[src/logic/soc_pkg.sv]
package soc_pkg;

	// ==================================================================
	// Bus widths
	// ==================================================================

	localparam int DATA_W = 32;
	localparam int ADDR_W = 32;
	localparam int LED_W = 10;

	// Byte address to word index
	localparam int WORD_LSB = 2;

	// On-chip RAM depth and index width
	localparam int RAM_WORDS = 1024;
	localparam int RAM_AW = $clog2(RAM_WORDS);

	// ==================================================================
	// Address map
	// ==================================================================

	localparam logic [ADDR_W-1:0] RAM_BASE = 32'h0001_0000;
	localparam logic [ADDR_W-1:0] RAM_LIMIT = 32'h0001_1000;

	localparam logic [ADDR_W-1:0] LED_BASE = 32'h5000_0000;
	localparam logic [ADDR_W-1:0] LED_LIMIT = 32'h5000_0010;

	// Everything from here up goes to the timer
	localparam logic [ADDR_W-1:0] TIMER_BASE = 32'h6000_0000;

	// ==================================================================
	// Types
	// ==================================================================

	typedef enum logic
	{
		OP_READ = 1'b0,
		OP_WRITE = 1'b1
	} bus_op_e;

	// Decoded target of the shared bus
	typedef enum logic [1:0]
	{
		SEL_RAM = 2'd0,
		SEL_LED = 2'd1,
		SEL_TIMER = 2'd2,
		SEL_NONE = 2'd3
	} slave_sel_e;

	// Port A is the instruction port, port B the data port
	typedef enum logic [1:0]
	{
		ARB_IDLE = 2'd0,
		ARB_PORT_A = 2'd1,
		ARB_PORT_B = 2'd2
	} arb_state_e;

endpackage

[src/logic/soc_bus_if.sv]
`timescale 1ns/1ps

interface soc_bus_if;

	logic request;
	soc_pkg::bus_op_e rw;
	logic [soc_pkg::ADDR_W-1:0] address;
	logic [soc_pkg::DATA_W-1:0] wdata;
	logic [soc_pkg::DATA_W-1:0] rdata;
	logic ready;

	// Request side
	modport master
	(
		output request,
		output rw,
		output address,
		output wdata,
		input rdata,
		input ready
	);

	// Responding side
	modport slave
	(
		input request,
		input rw,
		input address,
		input wdata,
		output rdata,
		output ready
	);

endinterface

[src/logic/bus_decoder.sv]
`timescale 1ns/1ps

module bus_decoder
(
	soc_bus_if.slave sys_bus,
	soc_bus_if.master ram_bus,
	soc_bus_if.master led_bus,
	soc_bus_if.master timer_bus
);

	soc_pkg::slave_sel_e sel;

	// ==================================================================
	// Address decode
	// ==================================================================

	always_comb
	begin
		if (sys_bus.address >= soc_pkg::RAM_BASE && sys_bus.address < soc_pkg::RAM_LIMIT)
			sel = soc_pkg::SEL_RAM;
		else if (sys_bus.address >= soc_pkg::LED_BASE && sys_bus.address < soc_pkg::LED_LIMIT)
			sel = soc_pkg::SEL_LED;
		else if (sys_bus.address >= soc_pkg::TIMER_BASE)
			sel = soc_pkg::SEL_TIMER;
		else
			sel = soc_pkg::SEL_NONE;
	end

	// Request only reaches the selected slave
	assign ram_bus.request = sys_bus.request && (sel == soc_pkg::SEL_RAM);
	assign ram_bus.rw = sys_bus.rw;
	assign ram_bus.address = sys_bus.address - soc_pkg::RAM_BASE;
	assign ram_bus.wdata = sys_bus.wdata;

	assign led_bus.request = sys_bus.request && (sel == soc_pkg::SEL_LED);
	assign led_bus.rw = sys_bus.rw;
	assign led_bus.address = sys_bus.address - soc_pkg::LED_BASE;
	assign led_bus.wdata = sys_bus.wdata;

	assign timer_bus.request = sys_bus.request && (sel == soc_pkg::SEL_TIMER);
	assign timer_bus.rw = sys_bus.rw;
	assign timer_bus.address = sys_bus.address - soc_pkg::TIMER_BASE;
	assign timer_bus.wdata = sys_bus.wdata;

	// ==================================================================
	// Return path
	// ==================================================================

	always_comb
	begin
		case (sel)
			soc_pkg::SEL_RAM:
			begin
				sys_bus.rdata = ram_bus.rdata;
				sys_bus.ready = ram_bus.ready;
			end
			soc_pkg::SEL_LED:
			begin
				sys_bus.rdata = led_bus.rdata;
				sys_bus.ready = led_bus.ready;
			end
			soc_pkg::SEL_TIMER:
			begin
				sys_bus.rdata = timer_bus.rdata;
				sys_bus.ready = timer_bus.ready;
			end
			default:
			begin
				// Nothing mapped here, answer at once with zero
				sys_bus.rdata = '0;
				sys_bus.ready = sys_bus.request;
			end
		endcase
	end

endmodule

[src/flat_wrapper.sv]
// flat-port wrapper written by rule: the top's interface ports become plain ports
module bus_decoder_flat 
  (sys_bus_request, sys_bus_rw, sys_bus_address, sys_bus_wdata, sys_bus_rdata, sys_bus_ready, ram_bus_request, ram_bus_rw, ram_bus_address, ram_bus_wdata, ram_bus_rdata, ram_bus_ready, led_bus_request, led_bus_rw, led_bus_address, led_bus_wdata, led_bus_rdata, led_bus_ready, timer_bus_request, timer_bus_rw, timer_bus_address, timer_bus_wdata, timer_bus_rdata, timer_bus_ready);
  soc_bus_if sys_bus_i ();
  soc_bus_if ram_bus_i ();
  soc_bus_if led_bus_i ();
  soc_bus_if timer_bus_i ();
  input wire logic [$bits(sys_bus_i.request)-1:0] sys_bus_request;
  input wire logic [$bits(sys_bus_i.rw)-1:0] sys_bus_rw;
  input wire logic [$bits(sys_bus_i.address)-1:0] sys_bus_address;
  input wire logic [$bits(sys_bus_i.wdata)-1:0] sys_bus_wdata;
  output wire logic [$bits(sys_bus_i.rdata)-1:0] sys_bus_rdata;
  output wire logic [$bits(sys_bus_i.ready)-1:0] sys_bus_ready;
  output wire logic [$bits(ram_bus_i.request)-1:0] ram_bus_request;
  output wire logic [$bits(ram_bus_i.rw)-1:0] ram_bus_rw;
  output wire logic [$bits(ram_bus_i.address)-1:0] ram_bus_address;
  output wire logic [$bits(ram_bus_i.wdata)-1:0] ram_bus_wdata;
  input wire logic [$bits(ram_bus_i.rdata)-1:0] ram_bus_rdata;
  input wire logic [$bits(ram_bus_i.ready)-1:0] ram_bus_ready;
  output wire logic [$bits(led_bus_i.request)-1:0] led_bus_request;
  output wire logic [$bits(led_bus_i.rw)-1:0] led_bus_rw;
  output wire logic [$bits(led_bus_i.address)-1:0] led_bus_address;
  output wire logic [$bits(led_bus_i.wdata)-1:0] led_bus_wdata;
  input wire logic [$bits(led_bus_i.rdata)-1:0] led_bus_rdata;
  input wire logic [$bits(led_bus_i.ready)-1:0] led_bus_ready;
  output wire logic [$bits(timer_bus_i.request)-1:0] timer_bus_request;
  output wire logic [$bits(timer_bus_i.rw)-1:0] timer_bus_rw;
  output wire logic [$bits(timer_bus_i.address)-1:0] timer_bus_address;
  output wire logic [$bits(timer_bus_i.wdata)-1:0] timer_bus_wdata;
  input wire logic [$bits(timer_bus_i.rdata)-1:0] timer_bus_rdata;
  input wire logic [$bits(timer_bus_i.ready)-1:0] timer_bus_ready;
  assign sys_bus_i.request = sys_bus_request;
  assign sys_bus_i.rw = sys_bus_rw;
  assign sys_bus_i.address = sys_bus_address;
  assign sys_bus_i.wdata = sys_bus_wdata;
  assign sys_bus_rdata = sys_bus_i.rdata;
  assign sys_bus_ready = sys_bus_i.ready;
  assign ram_bus_request = ram_bus_i.request;
  assign ram_bus_rw = ram_bus_i.rw;
  assign ram_bus_address = ram_bus_i.address;
  assign ram_bus_wdata = ram_bus_i.wdata;
  assign ram_bus_i.rdata = ram_bus_rdata;
  assign ram_bus_i.ready = ram_bus_ready;
  assign led_bus_request = led_bus_i.request;
  assign led_bus_rw = led_bus_i.rw;
  assign led_bus_address = led_bus_i.address;
  assign led_bus_wdata = led_bus_i.wdata;
  assign led_bus_i.rdata = led_bus_rdata;
  assign led_bus_i.ready = led_bus_ready;
  assign timer_bus_request = timer_bus_i.request;
  assign timer_bus_rw = timer_bus_i.rw;
  assign timer_bus_address = timer_bus_i.address;
  assign timer_bus_wdata = timer_bus_i.wdata;
  assign timer_bus_i.rdata = timer_bus_rdata;
  assign timer_bus_i.ready = timer_bus_ready;
  bus_decoder u_core (.sys_bus(sys_bus_i), .ram_bus(ram_bus_i), .led_bus(led_bus_i), .timer_bus(timer_bus_i));
endmodule
[config.mk]
export PLATFORM = sky130hd
export DESIGN_NAME = bus_decoder_flat
export DESIGN_NICKNAME = d
export VERILOG_FILES = /design/src/logic/soc_pkg.sv /design/src/logic/soc_bus_if.sv /design/src/logic/bus_decoder.sv /design/src/flat_wrapper.sv
export SDC_FILE = /design/constraint.sdc
export NUM_CORES = 1
export LEC_CHECK = 0
export BUFFER_PORTS_ARGS = -buffer_cell sky130_fd_sc_hd__buf_4
export CORE_AREA = 2 2 153 155
export DETAILED_ROUTE_END_ITERATION = 7
export DIE_AREA = 0 0 155 157
export GPL_TIMING_DRIVEN = 0
export SLEW_MARGIN = 20
export SYNTH_ARGS = -nofsm -noshare
export SYNTH_HDL_FRONTEND = slang
export SYNTH_SLANG_ARGS = --single-unit
[constraint.sdc]
create_clock -name vclk -period 5.4
set_input_delay 1.08 -clock vclk [all_inputs]
set_output_delay 1.08 -clock vclk [all_outputs]
set_load 0.01 [all_outputs]
[After elaboration in Yosys (flattened, before gate mapping)]
Cells that the tools add are included.
Cells by class
  add/subtract/negate cells: 3
  $lt $le $gt $ge: 5
  equality and inequality tests: 2
  mux-type cells: 5
  reductions and logical operators: 6
Operator list (count)
  $pmux W32 S3: 1
  $ge A32 B31 Y1 const B: 2
  $sub A32 B31 Y32 const B: 2
  $ge A32 B17 Y1 const B: 1
  $lt A32 B17 Y1 const B: 1
  $lt A32 B31 Y1 const B: 1
  $sub A32 B17 Y32 const B: 1
  $logic_and A1 B1 Y1: 5
  $mux W2: 2
  $pmux W1 S3: 1
  $eq A2 B1 Y1 const B: 1
  $eq A2 B2 Y1 const B: 1
  $logic_not A2 Y1: 1
  $mux W1: 1
Word-level totals
  register bits after elaboration: 0
  bits of input ports: 165
  output and inout bits: 231
  word-level logic and storage cells: 21

[Logic depth before layout (Yosys ltp)]
  depth after elaboration: 6
  depth in mapped cells: 10
  depth with buffers taken out: 8

[Worst setup path after synthesis]
Ideal clock, no wire load.
  path type: in2out
  start point: in sys_bus_address[16]
  end point: out sys_bus_rdata[0]
  data arrival time: 2.810 ns
  setup slack: 1.510 ns
  cell stages on the path: 9
  buffers on the path: 2
  cells stage by stage: inv_1 -> ha_1 -> nor4bb_1 -> nand2_1 -> nor4_1 -> o211ai_2 -> buf_4 -> buf_4 -> o211ai_1
Between the ends
  cells in the longest elaborated chain, start to end: 6
  elaborated cells between the ends (all ways): 14
  classes of those cells: order compare (5); eq/ne (2); mux (4); reduce/logical (3)
RTL lines
  from (decl): RTL line flat_wrapper.sv:10  | input wire logic [$bits(sys_bus_i.address)-1:0] sys_bus_address;
  $ge A32 B31 Y1, or another cell as far along: RTL line bus_decoder.sv:23  | else if (sys_bus.address >= soc_pkg::TIMER_BASE)
  $mux W1 or $logic_and A1 B1 Y1 (tied branches): RTL line bus_decoder.sv:23, bus_decoder.sv:21
  $mux W2: RTL line bus_decoder.sv:21  | else if (sys_bus.address >= soc_pkg::LED_BASE && sys_bus.address < soc_pkg::LED_LIMIT)
  $mux W2 (*): RTL line bus_decoder.sv:19  | if (sys_bus.address >= soc_pkg::RAM_BASE && sys_bus.address < soc_pkg::RAM_LIMIT)
  $eq A2 B2 Y1, or another cell as far along: RTL line bus_decoder.sv:51  | case (sel)
  $pmux W32 S3 (*): RTL line bus_decoder.sv:51
  to (decl): RTL line flat_wrapper.sv:12  | output wire logic [$bits(sys_bus_i.rdata)-1:0] sys_bus_rdata;
Every way passes the cells marked *; elsewhere a longest branch is shown, timed or not.

[Worst setup path after layout]
  start point: in sys_bus_address[5]
  end point: out sys_bus_rdata[14]
Same word-level chain as after synthesis.

==> flow_metrics.tcl <==
set metrics [dict create \
    place_congestion 0.763 \
    syn_area_per_cell_um2 6.53 \
    clockPowerShare_pct 0 \
    grt_first_pass_wirelength_um 19800 \
    min_period_over_period_pct 91.2 \
    fin_ws_ps 477 \
    hp-class "in -> out" \
    drt-initial-drc-count 111 \
    drcViolationCount 0 \
    port_buffers 362 \
    crit_path_end_kind "output pin" \
    grt-ovfl-total 0 \
    path_max_fanout 10 \
    clockBufferCount 0 \
    die_height_um 157 \
    fin_util_pct 25.6 \
    place_ws_ps 182 \
    fmax_mhz 203 \
    ir_drop_v 0.0000292 \
    synth_xor_area_share_pct 5.23 \
    cts.repair.resized 0 \
    cap_violations 0 \
    power_leakage_nw 3.20 \
    hold_viol 0 \
    dieArea_mm2 0.0243 \
    synth.net_count 585 \
    vias 3747 \
    slew_headroom_pct 45.8 \
    multi_input_area_mm2 0.00115 \
    post_cts_buffers 0 \
    synth_compound_area_share_pct 11.5 \
    syn_inst 410 \
    cts_hold_buf 0 \
    track_usage_pct 10.2 \
    worst_setup_path_start_kind "input pin" \
    yosysWarnings 0 \
    grt_pass1_vias 3584 \
    coreArea_mm2 0.0225 \
    antenna_cells 0 \
    swShare_pct 39.7 \
    drive_gt1_share_pct 71.1 \
    syn_area_mm2 0.00268 \
    p_int_uw 290 \
    fin_crit_ps 4920 \
    slew_viol_final 0 \
    row_count 55 \
    numSequentialCells 0 \
    area_delta_synth_final_pct 115 \
    synthAdderAreaFrac_pct 4.67 \
    wire_per_inst_um 13.7 \
    synth_mux_area_share_pct 0.374 \
    dp_hpwl_um 13100 \
    setup_viol 0 \
    grt_antenna_before_repair 0 \
    die_width_um 155 \
    drt-total-wl_um 14500 \
    fin_tns_setup_ps 0 \
    synth_simple_gate_area_share_pct 20.9 \
    p_sw_uw 191 \
    ff_latch_area_um2 0 \
    status "finished, final reports clean" \
    rsz0062_at_grt "no" \
    grt_max_degree 11 \
    detail_route.vias_per_cell 3.54 \
    critical_path_class "in -> out" \
    io_pins 396 \
    ys_types 33 \
    nets 949 \
    start_util_pct 11.9 \
    p_per_area_mw_per_mm2 83.7 \
    ys_seq_area_share_pct 0 \
    ant_nets 0 \
    combPwrFrac_pct 100.0 \
    required_ps 4320 \
    worstMarginPinSlew_ps 805 \
    synth_top_family_by_area "buffers and inverters" \
    first_pass_iters 4 \
    n_fill_cell 2525 \
    arrival_ps 3840 \
    p_seq_share_pct 0 \
]
[cell usage in the layout (no fill, tap or decap), types with 2 or more instances in the layout]
cell type	Yosys	routed
a21oi_1	2	2
and3_1	3	3
buf_2	5	5
buf_4	176	538
clkbuf_1	7	7
ha_1	10	10
inv_1	43	43
nand2_1	40	40
nand2b_1	3	3
nand3_1	33	33
nand4_1	3	3
nor2_1	5	5
nor3_1	5	5
nor4_1	10	10
o211ai_1	32	32
or4_4	2	2
xnor2_1	9	9
xor2_1	7	7
[power by group through the flow]
stage / sequential, mW / clock, mW / combinational, mW
floorplan: 0 / 0 / 0.216
detailed placement: 0 / 0 / 0.488
global route: 0 / 0 / 0.518
finish: 0 / 0 / 0.482
CTS: 0 / 0 / 0.489
global placement: 0 / 0 / 0.484
[final cells by class]
cell class         instances  area share, %
inverters                 43           2.80
well taps                285           6.20
multi-input cells        179           19.9
repair buffers           362           47.2
plain buffers            188           23.8
[worst max-delay path, cell delays in order]
cell and delay [ps]:
buf_4 120, nor4_1 710, nand4_1 300, o21ai_2 510
clkbuf_1 550, nand3_1 160, o211ai_1 210, buf_4 190
[synthesized netlist by cell type]
master	instances	area share [%]
o211ai_1	32	9.0
and4_1	1	0.33
nand3_1	33	6.2
nand2b_1	3	0.70
and3_1	3	0.70
o21ai_1	1	0.19
nand4_1	3	0.70
o311ai_1	1	0.33
a41oi_1	1	0.33
ha_1	10	4.7
or4_4	2	0.84
nor4_1	10	2.3
inv_1	43	6.0
a2bb2oi_1	1	0.33
nor2b_1	1	0.23
a21bo_2	1	0.37
clkbuf_1	7	0.98
nand2_1	40	5.6
xor2_1	7	2.3
o21ai_0	1	0.19
nand3b_1	1	0.28
nor2_1	5	0.70
nor3b_1	1	0.28
nor4bb_1	1	0.37
nor3_1	5	0.93
o211ai_2	1	0.47
a21oi_1	2	0.37
nand4b_1	1	0.33
mux2i_1	1	0.37
xnor2_1	9	2.9
nor3_2	1	0.37
buf_2	5	0.93
buf_4	176	49
[layer usage]
| metal | track usage, % | wire [um] | up-vias |
|---|---|---|---|
| met3 | 1.46 | 1010 | 4 |
| met2 | 18.9 | 7520 | 175 |
| met4 | 0.485 | 70 | 0 |
| met1 | 13.1 | 5880 | 1676 |
| met5 | 0 | 0 | - |
| li1 | - | - | 1892 |
[stage by stage]
stage          instance area [um^2]  instances  power, mW  hold WS, ps
2_1_floorplan                  2680        410      0.216         2220
3_3_place_gp                   5750       1057      0.484         2340
3_5_place_dp                   5750       1057      0.488         2340
4_1_cts                        5750       1057      0.489         2340
5_1_grt                        5760       1057      0.518         2340
6_report                       5760       1057      0.482         2340
[path summary, 6_finish.rpt]
kind                      startpoint                  end  depth (start not counted)
setup / recovery  sys_bus_address[5]    sys_bus_rdata[14]                          8
hold / removal     sys_bus_wdata[23]  timer_bus_wdata[23]                          2
[logic make-up after synthesis]
kind of cell | Yosys count
buffers and inverters | 231
and+or+nand+nor | 111
AOI/OAI and AO/OA | 41
xor gates and xnor gates | 16
adders and majority gates | 10
muxes | 1
(Power assumes the default switching activity.)
