==> src/logic/soc_pkg.sv <==
package soc_pkg;

	// ==================================================================
	// Bus widths
	// ==================================================================

	localparam int DATA_W = 32;
	localparam int ADDR_W = 32;
	localparam int LED_W = 10;

	// Byte address to word index
	localparam int WORD_LSB = 2;

	// On-chip RAM depth and index width
	localparam int RAM_WORDS = 1024;
	localparam int RAM_AW = $clog2(RAM_WORDS);

	// ==================================================================
	// Address map
	// ==================================================================

	localparam logic [ADDR_W-1:0] RAM_BASE = 32'h0001_0000;
	localparam logic [ADDR_W-1:0] RAM_LIMIT = 32'h0001_1000;

	localparam logic [ADDR_W-1:0] LED_BASE = 32'h5000_0000;
	localparam logic [ADDR_W-1:0] LED_LIMIT = 32'h5000_0010;

	// Everything from here up goes to the timer
	localparam logic [ADDR_W-1:0] TIMER_BASE = 32'h6000_0000;

	// ==================================================================
	// Types
	// ==================================================================

	typedef enum logic
	{
		OP_READ = 1'b0,
		OP_WRITE = 1'b1
	} bus_op_e;

	// Decoded target of the shared bus
	typedef enum logic [1:0]
	{
		SEL_RAM = 2'd0,
		SEL_LED = 2'd1,
		SEL_TIMER = 2'd2,
		SEL_NONE = 2'd3
	} slave_sel_e;

	// Port A is the instruction port, port B the data port
	typedef enum logic [1:0]
	{
		ARB_IDLE = 2'd0,
		ARB_PORT_A = 2'd1,
		ARB_PORT_B = 2'd2
	} arb_state_e;

endpackage

==> src/logic/soc_bus_if.sv <==
`timescale 1ns/1ps

interface soc_bus_if;

	logic request;
	soc_pkg::bus_op_e rw;
	logic [soc_pkg::ADDR_W-1:0] address;
	logic [soc_pkg::DATA_W-1:0] wdata;
	logic [soc_pkg::DATA_W-1:0] rdata;
	logic ready;

	// Request side
	modport master
	(
		output request,
		output rw,
		output address,
		output wdata,
		input rdata,
		input ready
	);

	// Responding side
	modport slave
	(
		input request,
		input rw,
		input address,
		input wdata,
		output rdata,
		output ready
	);

endinterface

==> src/logic/led_port.sv <==
`timescale 1ns/1ps

module led_port
(
	input logic clock,
	input logic i_rst_n,
	soc_bus_if.slave reg_bus,
	output logic [soc_pkg::LED_W-1:0] o_ledr
);

	logic access;

	assign access = reg_bus.request && !reg_bus.ready;

	always_ff @(posedge clock or negedge i_rst_n)
	begin
		if (!i_rst_n)
		begin
			reg_bus.ready <= 1'b0;
			o_ledr <= '0;
		end
		else
		begin
			reg_bus.ready <= access;
			// Only the low bits reach the LEDs
			if (access && reg_bus.rw == soc_pkg::OP_WRITE)
				o_ledr <= reg_bus.wdata[soc_pkg::LED_W-1:0];
		end
	end

	// Write only register
	assign reg_bus.rdata = '0;

endmodule

==> src/flat_wrapper.sv <==
// flat-port wrapper written by rule: the top's interface ports become plain ports
module led_port_flat 
  (clock, i_rst_n, o_ledr, reg_bus_request, reg_bus_rw, reg_bus_address, reg_bus_wdata, reg_bus_rdata, reg_bus_ready);
  soc_bus_if reg_bus_i ();
  input logic clock;
  input logic i_rst_n;
  output logic [soc_pkg::LED_W-1:0] o_ledr;
  input wire logic [$bits(reg_bus_i.request)-1:0] reg_bus_request;
  input wire logic [$bits(reg_bus_i.rw)-1:0] reg_bus_rw;
  input wire logic [$bits(reg_bus_i.address)-1:0] reg_bus_address;
  input wire logic [$bits(reg_bus_i.wdata)-1:0] reg_bus_wdata;
  output wire logic [$bits(reg_bus_i.rdata)-1:0] reg_bus_rdata;
  output wire logic [$bits(reg_bus_i.ready)-1:0] reg_bus_ready;
  assign reg_bus_i.request = reg_bus_request;
  assign reg_bus_i.rw = reg_bus_rw;
  assign reg_bus_i.address = reg_bus_address;
  assign reg_bus_i.wdata = reg_bus_wdata;
  assign reg_bus_rdata = reg_bus_i.rdata;
  assign reg_bus_ready = reg_bus_i.ready;
  led_port u_core (.clock(clock), .i_rst_n(i_rst_n), .reg_bus(reg_bus_i), .o_ledr(o_ledr));
endmodule
==> config.mk <==
export PLATFORM = sky130hd
export DESIGN_NAME = led_port_flat
export DESIGN_NICKNAME = d
export VERILOG_FILES = /design/src/logic/soc_pkg.sv /design/src/logic/soc_bus_if.sv /design/src/logic/led_port.sv /design/src/flat_wrapper.sv
export SDC_FILE = /design/constraint.sdc
export NUM_CORES = 1
export LEC_CHECK = 0
export BUFFER_PORTS_ARGS = -buffer_cell sky130_fd_sc_hd__buf_2
export CORE_ASPECT_RATIO = 0.8
export CORE_MARGIN = 3
export CORE_UTILIZATION = 31
export CTS_BUF_LIST = sky130_fd_sc_hd__clkbuf_2
export DETAILED_ROUTE_END_ITERATION = 16
export GPL_ROUTABILITY_DRIVEN = 0
export PLACE_DENSITY = 0.88
export SETUP_SLACK_MARGIN = 0.4
export SLEW_MARGIN = 20
export SYNTH_ARGS = -nofsm -noshare
export SYNTH_HDL_FRONTEND = slang
export SYNTH_SLANG_ARGS = --single-unit
==> constraint.sdc <==
create_clock -name clock -period 2.7 [get_ports clock]
set_input_delay 0.405 -clock clock [delete_from_list [all_inputs] [get_ports clock]]
set_output_delay 0.405 -clock clock [all_outputs]
set_load 0.05 [all_outputs]
# Yosys cells after proc, flatten, opt, wreduce, memory -nomap -nowiden
# Cells that the tools add are included.
[op_classes]
n_reduce_logical = 3
[op_table]
columns = ["cell", "count"]
rows = [
  ["1-bit logical AND", 2],
  ["1-bit logical NOT", 1],
]
[word_totals]
regBits = 11

# Longest topological paths before layout
# Gate-level depths: netlist of run 1.
[logic_depth]
ltp_word = 3
ltp_mapped = 3
mapped_depth_nobuf = 2

# Worst setup path before layout of run 1
# Ideal clock, no wire load.
[synth_timing]
path_kind = "reg2reg"
from = "reg u_core.reg_bus.ready"
to = "reg u_core.o_ledr[0] in the netlist's numbering"
setup_ps = 125
arrival_ps = 1294
t_required_ps = 2575
setup_slack_ps = 1281
path_stages_with_launch = 4
n_path_buf = 1
period_less_slack_ps = 1419
path_cell_list = "dfrtp_1 -> nand3b_4 -> buf_6 -> mux2_4"
[synth_between]
elab_chain_len = 3
[synth_rtl]
columns = ["element", "line", "rtl"]
rows = [
  ["start, declared", "soc_bus_if.sv:31", "output ready"],
  ["start signal, assigned", "led_port.sv:24", "reg_bus.ready <= access;"],
  ["1-bit logical NOT", "led_port.sv:13", "assign access = reg_bus.request && !reg_bus.ready;"],
  ["1-bit logical AND", "led_port.sv:13", ""],
  ["1-bit logical AND", "led_port.sv:26", "if (access && reg_bus.rw == soc_pkg::OP_WRITE)"],
  ["end signal, assigned", "led_port.sv:27", "o_ledr <= reg_bus.wdata[soc_pkg::LED_W-1:0];"],
  ["end, declared", "led_port.sv:8", "output logic [soc_pkg::LED_W-1:0] o_ledr"],
]
# Every way passes these cells.
# A chain may end at the register's enable or synchronous reset.

# Worst setup path after layout of run 1
[layout_timing]
from = "reg u_core.reg_bus.ready"
to = "out reg_bus_ready"
[layout_rtl]
columns = ["element", "line", "rtl"]
rows = [
  ["end, declared", "flat_wrapper.sv:13", "output wire logic [$bits(reg_bus_i.ready)-1:0] reg_bus_ready;"],
]
# No word-level cell between the ends.

==> results.txt, run 1 <==
The total DRC errors in the routed layout is 0. Setup repair after global routing left no endpoint under its margin. Yosys mapped the design onto 7 distinct sky130hd cell types. Global routing used 7.41% of the available met3 tracks. The internal portion of the total power is 0.303 mW. Effective utilization at floorplan: 35.2%. Xor and xnor area share after synthesis: 0%. In this run the deepest clock path goes through 2 buffers. Net switching share of the total power: 49.7%. Number of failing hold endpoints at the final stage: 0. After detailed routing, the number of vias per cell comes to 3.45. For this design, the slowest cell found on the critical path is dfrtp_1. The worst path buffer plus inverter count works out to 1. The run gives 709 sq um as the synthesized area.

Sorting the synthesized cells by how often they occur yields buf_4 (32), dfrtp_1 (11), mux2_4 (10). Averaged over all synthesized cells, the footprint is 12.4 sq um. 0 antenna diodes ended up in the layout. The tightest min-delay check is of the input pin to flop type. The tools report the synthesized netlist cell count as 57.

For the number of pins with negative max-slew slack in the final report, the log shows 0. The number of flops mapped to enable cells by yosys is 0. The top cell family by delay on the critical path was flip-flops.

The largest family of logic cells by synthesized area is buffers and inverters. The tools report the upper clock frequency limit as 766 MHz. For the number of buffers added to fix hold violations after cts, the log shows 1.

TritonCTS built the clock tree. In this run the worst path has a maximum fanout of 3. Number of vias in the routed layout: 373. The power per standard cell area was 799 nW/um^2. Pin placement for this block handled 111 I/O pins. Global routing used 7.94% of the available met1 tracks. The logs give 2 for the detailed-routing iteration count for the pre-antenna-repair pass and 2.30 ns for the data required time of the critical path.

The dominant cell by count in the synthesized netlist was buf_4. The run gives 0 as the initial antenna violation count. The largest total area in the synthesized netlist belongs to dfrtp_1. The area share of the largest cell type after synthesis was 38.8%; the switching component of the power was 0.300 mW. Synthesized-area fraction occupied by and/or/nand/nor cells: 4.06%.

The logs give 0 for the count of maximum capacitance violations and 8.45% for the global routing usage summed across all routing layers. The tools report the number of nets with antenna violations after routing as 0. Subtracting the final worst setup slack from the clock period gives 1.31 ns. The global-route wire length before repair was 1720 um. The net count of the finished layout is 153.

The clock network burns 14.8% of the power. For met2 alone, demand over resource in global routing was 14.0%. After detailed placement, the total cell area comes to 724 sq um. After routing, the total negative slack on setup checks comes to 0 ns.

Per report_power, the combinational group accounts for 50.5% of the total. After layout, the worst path uses 48.4% of the clock period. Sequential elements use 38.8% of the synthesized area. The share of total power in sequential cells came out at 34.7%. The category of the worst setup path launch point is a flop.

The logs give 7 for the number of DRC violations after detailed-routing iteration 0 and 0 for the final number of setup-violating endpoints. The height of the die was 48.8 um; the count of yosys warnings during synthesis was 0. Share of layout cells above drive strength 1: 47.6%. Clock skew on the completed layout was measured at 0.00130 ns. Post-CTS repair changed the size of 0 cells.

CTS saw 11 sinks. The run gives 1160 um as the final wirelength. After Yosys synthesis, full adders, half adders and majority gates account for 0% of the synthesized area. Number of buffers inserted by post-CTS setup repair: 0. Summed over all nets, the half-perimeter wirelength after detailed placement is 987 um. Finished layout cell area: 754 sq um.

The tree is rooted in a clkbuf_2. The pin count of the biggest net entering global routing came out at 12. The die width is 59.5 um.

For the count of H-tree levels built during CTS, the log shows 1. Across the VDD grid, the largest voltage drop is 347 uV. The clock latency on the worst-skew pair was 0.24 ns.

Counting flops with an async set or reset pin after synthesis yields a share of 100%. The placeable core region came out at 2010 sq um. The run finished with clean final reports. The count of buffers from port buffering came out at 24. In the synthesized netlist the dominant register cell turns out to be dfrtp_1. Clock-pin slew was measured on the worst setup and hold paths at 0.10 ns.

The total overflow left after global routing is 0. For the worst setup path, the data arrival time is 0.90 ns. Synthesis inferred 11 register bits.

The compound-gate portion of the synthesized area is 0%. The critical path goes through buf_2. The placement row count is 14.

Measured against the total synthesized area, the mux share comes to 21.2%. The floorplan step defined a die boundary enclosing 2900 sq um. In this design, the stage delay of the slowest critical-path cell is 0.38 ns. The analysis attributes to cell leakage a power of 0.462 nW. In the post-synthesis netlist, the biggest area contributors are dfrtp_1 (39%), buf_4 (34%), mux2_4 (21%). The setup path with the least slack is of type flop to primary output. The routing layer with the top usage in global route was met2. TritonCTS created 3 clock buffers. The worst hold slack was 0.382 ns. The post-detailed-route wirelength per cell was 10.8 um; the via count of the first global-routing pass was 345. Type of destination of the critical path: a primary output. The reg2reg setup slack is 1.53 ns, and the growth of design area from synthesis to finish is 6.35%.
kinds of logic after synthesis:
logic type,after synthesis
and+or+nand+nor,2
buffers and inverters,33
muxes,10
other,1
DFF,11
area by class of cell:
| cell class | count | area, sq um |
|---|---|---|
| clock buffer | 4 | 20.0 |
| multi-input combinational | 44 | 299 |
| sequential | 11 | 275 |
| tap | 24 | 30.0 |
| timing repair buffer | 25 | 130 |
| fill | 213 | 1260 |
per-stage QoR:
step                      power, mW  util, %  worst slack (ns)  std cells
after floorplan               0.503        -              1.28         88
after global placement        0.514     36.0              1.52        103
after detailed placement      0.518     36.0              1.49        103
after CTS                     0.611     37.5              1.37        108
after global routing          0.632     37.5              1.32        108
final                         0.603     37.5              1.39        108
metal layers:
layer  part of all wire [%]  vias up
li1                       -      171
met1                     32      171
met3                     16        0
met2                     52       31
met4                      0        0
met5                      0        -
cell usage in the layout, fill, tap and decap left out:
cell and instances:
dlygate4sd3_1 1, clkbuf_2 4, conb_1 32, and2b_2 1
nand3b_4 1, dfrtp_1 11, buf_2 24, mux2_4 10
registers in the layout, summed over array words and instances (netlist names):
name	flops
u_core.o_ledr	10
u_core.reg_bus.ready	1
path summary, 6_finish.rpt:
check,startpoint,end,cells past startpoint
min in group asynchronous,i_rst_n,u_core.o_ledr[2]$_DFFE_PN0P_,2
max reg2reg,u_core.reg_bus.ready$_DFF_PN0_,u_core.o_ledr[6]$_DFFE_PN0P_,2
min reg2reg,u_core.o_ledr[4]$_DFFE_PN0P_,u_core.o_ledr[4]$_DFFE_PN0P_,1
max in group asynchronous,i_rst_n,u_core.o_ledr[4]$_DFFE_PN0P_,2
min,reg_bus_wdata[7],u_core.o_ledr[7]$_DFFE_PN0P_,2
max,u_core.reg_bus.ready$_DFF_PN0_,reg_bus_ready,1
power by group through the flow:
stage | Clock (mW) | Sequential (mW) | Combinational, mW
6_report | 0.0892 | 0.209 | 0.305
2_1_floorplan | 0 | 0.319 | 0.184
4_1_cts | 0.0947 | 0.210 | 0.306
3_3_place_gp | 0 | 0.211 | 0.303
3_5_place_dp | 0 | 0.213 | 0.305
5_1_grt | 0.102 | 0.213 | 0.317
(Power assumes the default switching activity.)
==> run 2, diff against run 1 <==
Settings changed: ABC_AREA set to 1, CORE_UTILIZATION 31 to 29, PLACE_DENSITY 0.88 to 0.84.
Clock period 2.7 ns to 1.24 ns, I/O delays scaled along.
==> results.txt, run 2 <==
The delay of the slowest critical-path stage was 0.45 ns. The register with the most flip-flops in the layout has 10 of them. Using the TritonRoute via totals, the vias-per-cell ratio works out to 3.77.

Number of flops mapped to enable cells by yosys: 0. The placement row count was 15. TritonCTS built the clock tree.

At the worst endpoint, the arrival time is 0.86 ns. The multiplexer fraction of the synthesized cell area is 0%, and the effective utilization at floorplan is 31.5%. The count of maximum capacitance violations is 0, and the count of H-tree levels built during CTS is 1. The worst hold path belongs to the class input pin to flop.

Per report_power, the sequential group accounts for 32.7% of the total. For this run, the post-layout net count is 187. The switching component of the power was 0.671 mW.

The category of the worst setup path launch point is a flop. Detailed routing placed a total of 687 um of wire on met2. From bottom edge to top edge, the die measures 50.1 um.

The floorplan step defined a die boundary enclosing 3060 sq um. The growth of design area from synthesis to finish was 29.0%; the clock latency on the worst-skew pair was 0.25 ns. The clock input transition at the sequential cells of the worst setup and hold paths is 0.10 ns. Number of distinct standard cells referenced by the synthesized netlist: 9. The library cells used most frequently in the layout, excluding fill and tap cells, are conb_1 (32), nand2_1 (20), buf_2 (13). Global routing usage summed across all routing layers: 9.02%. A synthesized cell averages 8.70 sq um.

Across all layers, the routed design uses 539 vias. The count of nets left with antenna violations once routing finished came out at 0. Of the total synthesized cell area, the portion taken by full adders, half adders and majority gates is 0%.

The logs give 704 sq um for the synthesized area and 81 for the synthesized netlist cell count. Signal routing reaches up to met3. Dividing the detail-routed wire length by the instance count gives 9.64 um. Based on the critical path, the design can be clocked at up to 957 MHz. The run gives 0 as the residual overflow from global routing. By count the netlist is led by buf_4 (34), nand2_1 (20), dfrtp_1 (11). The synthesized netlist devotes 0% of its cell area to XOR and XNOR gates.

The first detailed-routing pass ran for 2 iterations. In the post-synthesis netlist, the biggest area contributors are dfrtp_1 (39%), buf_4 (36%), nand2_1 (11%). The run gives 0.000671 ns as the setup skew after layout.

Category of the critical setup timing path: flop to primary output. Number of DRC violations after detailed-routing iteration 0: 9. Setup repair after global routing could not meet its margin everywhere. Number of top-level pins: 111. Net switching is 48.3% of the power.

The worst register-to-register path has a setup slack of 0.30 ns. The tools report the length of routed wiring on met1 as 529 um. The worst path buffer plus inverter count is 1, and the shortest clock period the worst path allows after layout is 1.04 ns. The library cell used most frequently in the layout, excluding fill and tap cells, is conb_1.

For this run, asynchronously set or reset flops after synthesis account for 100%. The worst path uses 84.2% of the clock period. In this run the static leakage power is 0.534 nW. After detailed routing, the number of remaining DRC violations is 0.

The cell type with the largest total area after synthesis was dfrtp_1. Share of layout cells above drive strength 1: 36.4%. The top cell family by delay on the critical path is flip-flops. The synthesized-area fraction occupied by and/or/nand/nor cells was 21.5%.

Entering global routing, the biggest net connects 13 pins. The number of failing hold endpoints at the final stage was 0. The first global-routing pass estimated 2050 um of wire. The via count of the first global-routing pass was 501; the compound-gate portion of the synthesized area was 0%. Summing internal, switching and leakage power gives 1.39 mW. The dominant register cell in the synthesized netlist was dfrtp_1.

The die is 61.1 um wide. Dominant cell by count in the synthesized netlist: buf_4. After synthesis, the largest area contributor takes up 39.1% of total cell area.

The repair_antennas step left the layout with diodes totalling 0. Traced cell by cell, the critical path runs through buf_6. STA classifies the critical path endpoint as a primary output. The share of the Yosys chip area taken by registers is 39.1%. The slowest cell on the critical path was dfrtp_2.

After synthesis the netlist holds a flip-flop and latch count of 11. For the power share of the clock group, the log shows 14.2%. Internal power comes to 0.719 mW. The count of buffers from port buffering works out to 24. The logs give 1380 um for the final wirelength and 3 for the clock buffer count from CTS. The largest family of logic cells by synthesized area was buffers and inverters.

For this design, the sink count on the clock tree is 11. The share of total power dissipated in combinational logic is 53.2%. Clock tree synthesis selected as its root buffer the cell clkbuf_2. The tools report the initial antenna violation count as 0. The register ranked first by flip-flop count is u_core.o_ledr. Summed over all nets, the half-perimeter wirelength after detailed placement is 1050 um.

Summed over all failing endpoints, the final setup total negative slack is 0 ns. The power per standard cell area works out to 1530 nW/um^2. Setup violations remaining at the end of the flow were counted as 0. Summed over all nets, wire length on met3 after detailed routing comes to 162 um. The worst-case IR drop observed on VDD is 482 uV.

The run finished with clean final reports. No sink is reached through more buffers than the 2 on the longest clock path. Yosys printed 0 warnings. The run gives 0 as the number of pins with negative max-slew slack in the final report.

The total area inside the core boundary comes to 2230 sq um. The worst-path maximum fanout is 3, and the data required time of the critical path is 1.05 ns. The largest registers in the layout are u_core.o_ledr x10, u_core.reg_bus.ready x1.
-- run 2: kinds of logic after synthesis --
| family | after synthesis |
|---|---|
| buf+inv | 37 |
| flops | 11 |
| other cells | 1 |
| simple gates | 32 |
-- run 2: final timing paths --
path | startpoint | to | cells past startpoint
worst max-delay path | u_core.reg_bus.ready$_DFF_PN0_ | reg_bus_ready | 1
worst min-delay path | reg_bus_wdata[9] | u_core.o_ledr[9]$_DFFE_PN0P_ | 3
worst max register to register | u_core.reg_bus.ready$_DFF_PN0_ | u_core.o_ledr[0]$_DFFE_PN0P_ | 4
worst min register to register | u_core.reg_bus.ready$_DFF_PN0_ | u_core.reg_bus.ready$_DFF_PN0_ | 1
max in group asynchronous | i_rst_n | u_core.reg_bus.ready$_DFF_PN0_ | 2
min in group asynchronous | i_rst_n | u_core.o_ledr[8]$_DFFE_PN0P_ | 2
-- run 2: routing by layer --
| metal | GRT usage (%) | up-vias |
|---|---|---|
| met3 | 5.50 | 0 |
| met2 | 15.1 | 33 |
| met4 | 1.08 | 0 |
| met1 | 9.84 | 230 |
| li1 | - | 276 |
| met5 | 0 | - |
-- run 2: what timing repair did --
item                                    in CTS  in global routing
hold buffers                                 1                  0
hold endpoints to repair                    11                  0
buffers inserted                             7                  4
gates cloned                                 0                  1
gates resized for setup                     22                  1
endpoints found under the setup margin      21                 21
-- run 2: final cells by class --
type	instances	area, sq um
sequential	11	277
tap	25	31.3
fill	242	1330
inverter	2	10.0
clock buffer	4	20.0
multi-input combinational	65	289
timing repair buffer	36	282
-- run 2: power groups by stage --
stage | registers, mW | logic [mW] | clock network (mW)
final | 0.454 | 0.739 | 0.197
after global routing | 0.460 | 0.781 | 0.219
after CTS | 0.452 | 0.706 | 0.205
after detailed placement | 0.450 | 0.578 | 0
after global placement | 0.449 | 0.573 | 0
after floorplan | 0.649 | 0.361 | 0
-- run 2: worst register-to-register path: cells and delay by family (launching register included) --
| kind | cells | cell delay [ns] |
|---|---|---|
| buffers and inverters | 1 | 0.13 |
| DFF | 1 | 0.45 |
| and+or+nand+nor | 3 | 0.27 |
-- run 2: stage by stage --
step	instance area [sq um]	worst slack [ns]	hold WS (ns)	cells	utilization (%)
3_3_place_gp	714	0.266	0.0620	126	32.0
3_5_place_dp	714	0.251	0.0654	126	32.0
2_1_floorplan	833	0.268	-0.110	112	-
6_report	908	0.196	0.174	143	40.7
4_1_cts	866	0.196	0.165	138	38.8
5_1_grt	908	0.158	0.160	143	40.7
==> run 3, diff against run 2 <==
Settings changed: ABC_AREA 1 to 0, PLACE_DENSITY 0.84 to 0.83.
Clock period 1.24 ns to 1 ns, I/O delays scaled along.
==> results.txt, run 3 (synthesis results as in run 1) <==
The worst-case IR drop observed on VDD is 376 uV. The post-route fraction of the period consumed by the critical path is 110%, and the via count of the first global-routing pass is 417. Total DRC errors in the routed layout: 0. After legalization and detailed placement, the total HPWL measured 997 um. Placement row count: 15.

No sink is reached through more buffers than the 2 on the longest clock path. For the number of pins with negative max-slew slack in the final report, the log shows 0. Leaving out fill and tap cells, the most frequent cell in the layout is conb_1.

The overall power after layout is 1.87 mW. In this run the standard cell core region covers 2230 sq um. Setup violations remaining at the end of the flow were counted as 11. The logs give -0.0962 ns for the post-route worst setup slack and 40.7% for the share of the core filled with cells in the final layout. The clock reaches the later pin of the worst-skew pair after 0.25 ns. The repair_antennas step left the layout with diodes totalling 0. For this configuration, the core starts out at a cell density of 31.8%.

In the routed layout, each cell is associated on average with a via count of 3.56. Entering global routing, the biggest net connects 12 pins. The power per standard cell area came out at 2060 nW/um^2. After the first detailed-routing iteration, the DRC count stood at 3.

The fill cell total of the finished layout was 229. The largest registers in the layout are u_core.o_ledr x10, u_core.reg_bus.ready x1. The tools report the die area as 3080 sq um. The clock buffer count from CTS came out at 3.

Static timing analysis puts the maximum clock frequency at 912 MHz. The run finished, with violations left. Flip-flop count of the largest register after layout: 10. The routed design has 1390 um of wire. The slowest stage of the critical path belongs to the cell dfrtp_2. The tools report the number of vias in the routed layout as 424. The category of the critical setup timing path is flop to flop. At the worst endpoint, the arrival time is 1.24 ns. The critical path contains buffers and inverters numbering 0 combined. From synthesis to final layout, the design area changed by 28.2%.

Setup repair after global routing could not meet its margin everywhere. The share of layout cells above drive strength 1 came out at 54.3%. Global-route wire length before repair: 1980 um.

The smallest clock period supported by the final layout is computed as 1.10 ns. Clock skew on the completed layout was measured at 0.00360 ns. The library cells used most frequently in the layout, excluding fill and tap cells, are conb_1 (32), buf_2 (13), mux2_4 (10), buf_6 (10), dfrtp_1 (10). The category of the worst setup path launch point was a flop. The delay of the slowest critical-path stage is 0.44 ns.

Top cell family by delay on the critical path: flip-flops. TritonCTS built the clock tree. Clock tree synthesis found a total of 11 sinks. Count of H-tree levels built during CTS: 1. The register with the most flip-flops in the final layout is u_core.o_ledr. In the final routed layout, each cell accounts on average for 11.6 um. The signal on the critical path passes through nand3b_4, mux2_4.

In this run the horizontal extent of the chip is 61.3 um. The die is 50.2 um tall. The worst setup path is captured at a flop. The static leakage is 0.540 nW. Port buffering added 24 buffers.

The clock input transition at the sequential cells of the worst setup and hold paths was 0.11 ns. The number of failing hold endpoints at the final stage was 0. For this run the aggregate overflow at the end of global routing stands at 0. The root buffer cell chosen for the clock tree is clkbuf_2. The count of maximum capacitance violations was 0. The number of nets in the layout came out at 163. The global routing usage summed across all routing layers is 9.39%. The checks that failed: negative setup slack. The run gives -0.165 ns as the post-placement setup slack.

In this run the worst hold path is classified as input pin to flop. The tools report the data required time of the critical path as 1.15 ns. The first TritonRoute pass finished after 2 iterations. The run gives 111 as the number of top-level pins. The run gives 0 as the number of nets with antenna violations after routing. Initial antenna violation count: 0.

The worst-path maximum fanout was 5.
-- run 3: cell count changes in the layout (fill, tap and decap cells not counted), sizes merged --
cell and change:
and2b +1, buf -3, clkbuf +1, inv -2
mux2 +10, nand2 -20, nand3 -2, nand3b +2
nand4 -10, nor2 -1
-- run 3: final cells by class --
cell class                 instances  area [sq um]  share of cell area (%)
timing repair buffer              34           263                    28.9
multi-input combinational         45           319                    35.1
clock buffer                       4          20.0                    2.20
sequential                        11           277                    30.4
tap                               25          31.3                    3.44
-- run 3: what timing repair did --
action / in CTS / in global routing
endpoints found under the hold margin: 11 / 0
cloned: 1 / 0
buffers inserted: 9 / 0
hold buffers: 1 / 0
endpoints found under the setup margin: 22 / 22
resized for setup: 21 / 1
-- run 3: layer usage --
layer / routed length (um) / global-route usage (%) / vias up
met3: 121 / 4.63 / 0
met2: 736 / 15.8 / 26
li1: - / - / 192
met5: 0 / 0 / -
met1: 527 / 9.92 / 206
met4: 0 / 3.25 / 0
-- run 3: worst register-to-register path: stages (launching register included) --
cell and delay (ns):
dfrtp_2 0.44, nand3b_4 0.23, mux2_4 0.33
-- run 3: final timing paths --
path,from,endpoint,slack (ns),cells after the start
min reg2reg,u_core.o_ledr[4]$_DFFE_PN0P_,u_core.o_ledr[4]$_DFFE_PN0P_,0.55,1
min,reg_bus_wdata[1],u_core.o_ledr[1]$_DFFE_PN0P_,0.12,2
max reg2reg,u_core.reg_bus.ready$_DFF_PN0_,u_core.o_ledr[4]$_DFFE_PN0P_,-0.1,2
max in group asynchronous,i_rst_n,u_core.reg_bus.ready$_DFF_PN0_,0.50,2
max,u_core.reg_bus.ready$_DFF_PN0_,u_core.o_ledr[4]$_DFFE_PN0P_,-0.1,2
min in group asynchronous,i_rst_n,u_core.reg_bus.ready$_DFF_PN0_,0.28,2
-- run 3: through the flow --
stage / TNS, ns / hold slack [ns] / std cells / cell area [sq um]
after detailed placement: -1.59 / 0.0353 / 104 / 727
after floorplan: -2.57 / -0.146 / 88 / 831
final: -0.942 / 0.117 / 119 / 910
after global placement: -1.36 / 0.0259 / 104 / 727
after CTS: -1.07 / 0.101 / 119 / 907
after global routing: -1.63 / 0.0902 / 119 / 910
-- run 3: power breakdown --
part           switching (mW)  internal (mW)
Clock                   0.147          0.106
Combinational           0.666          0.368
Sequential             0.0591          0.526
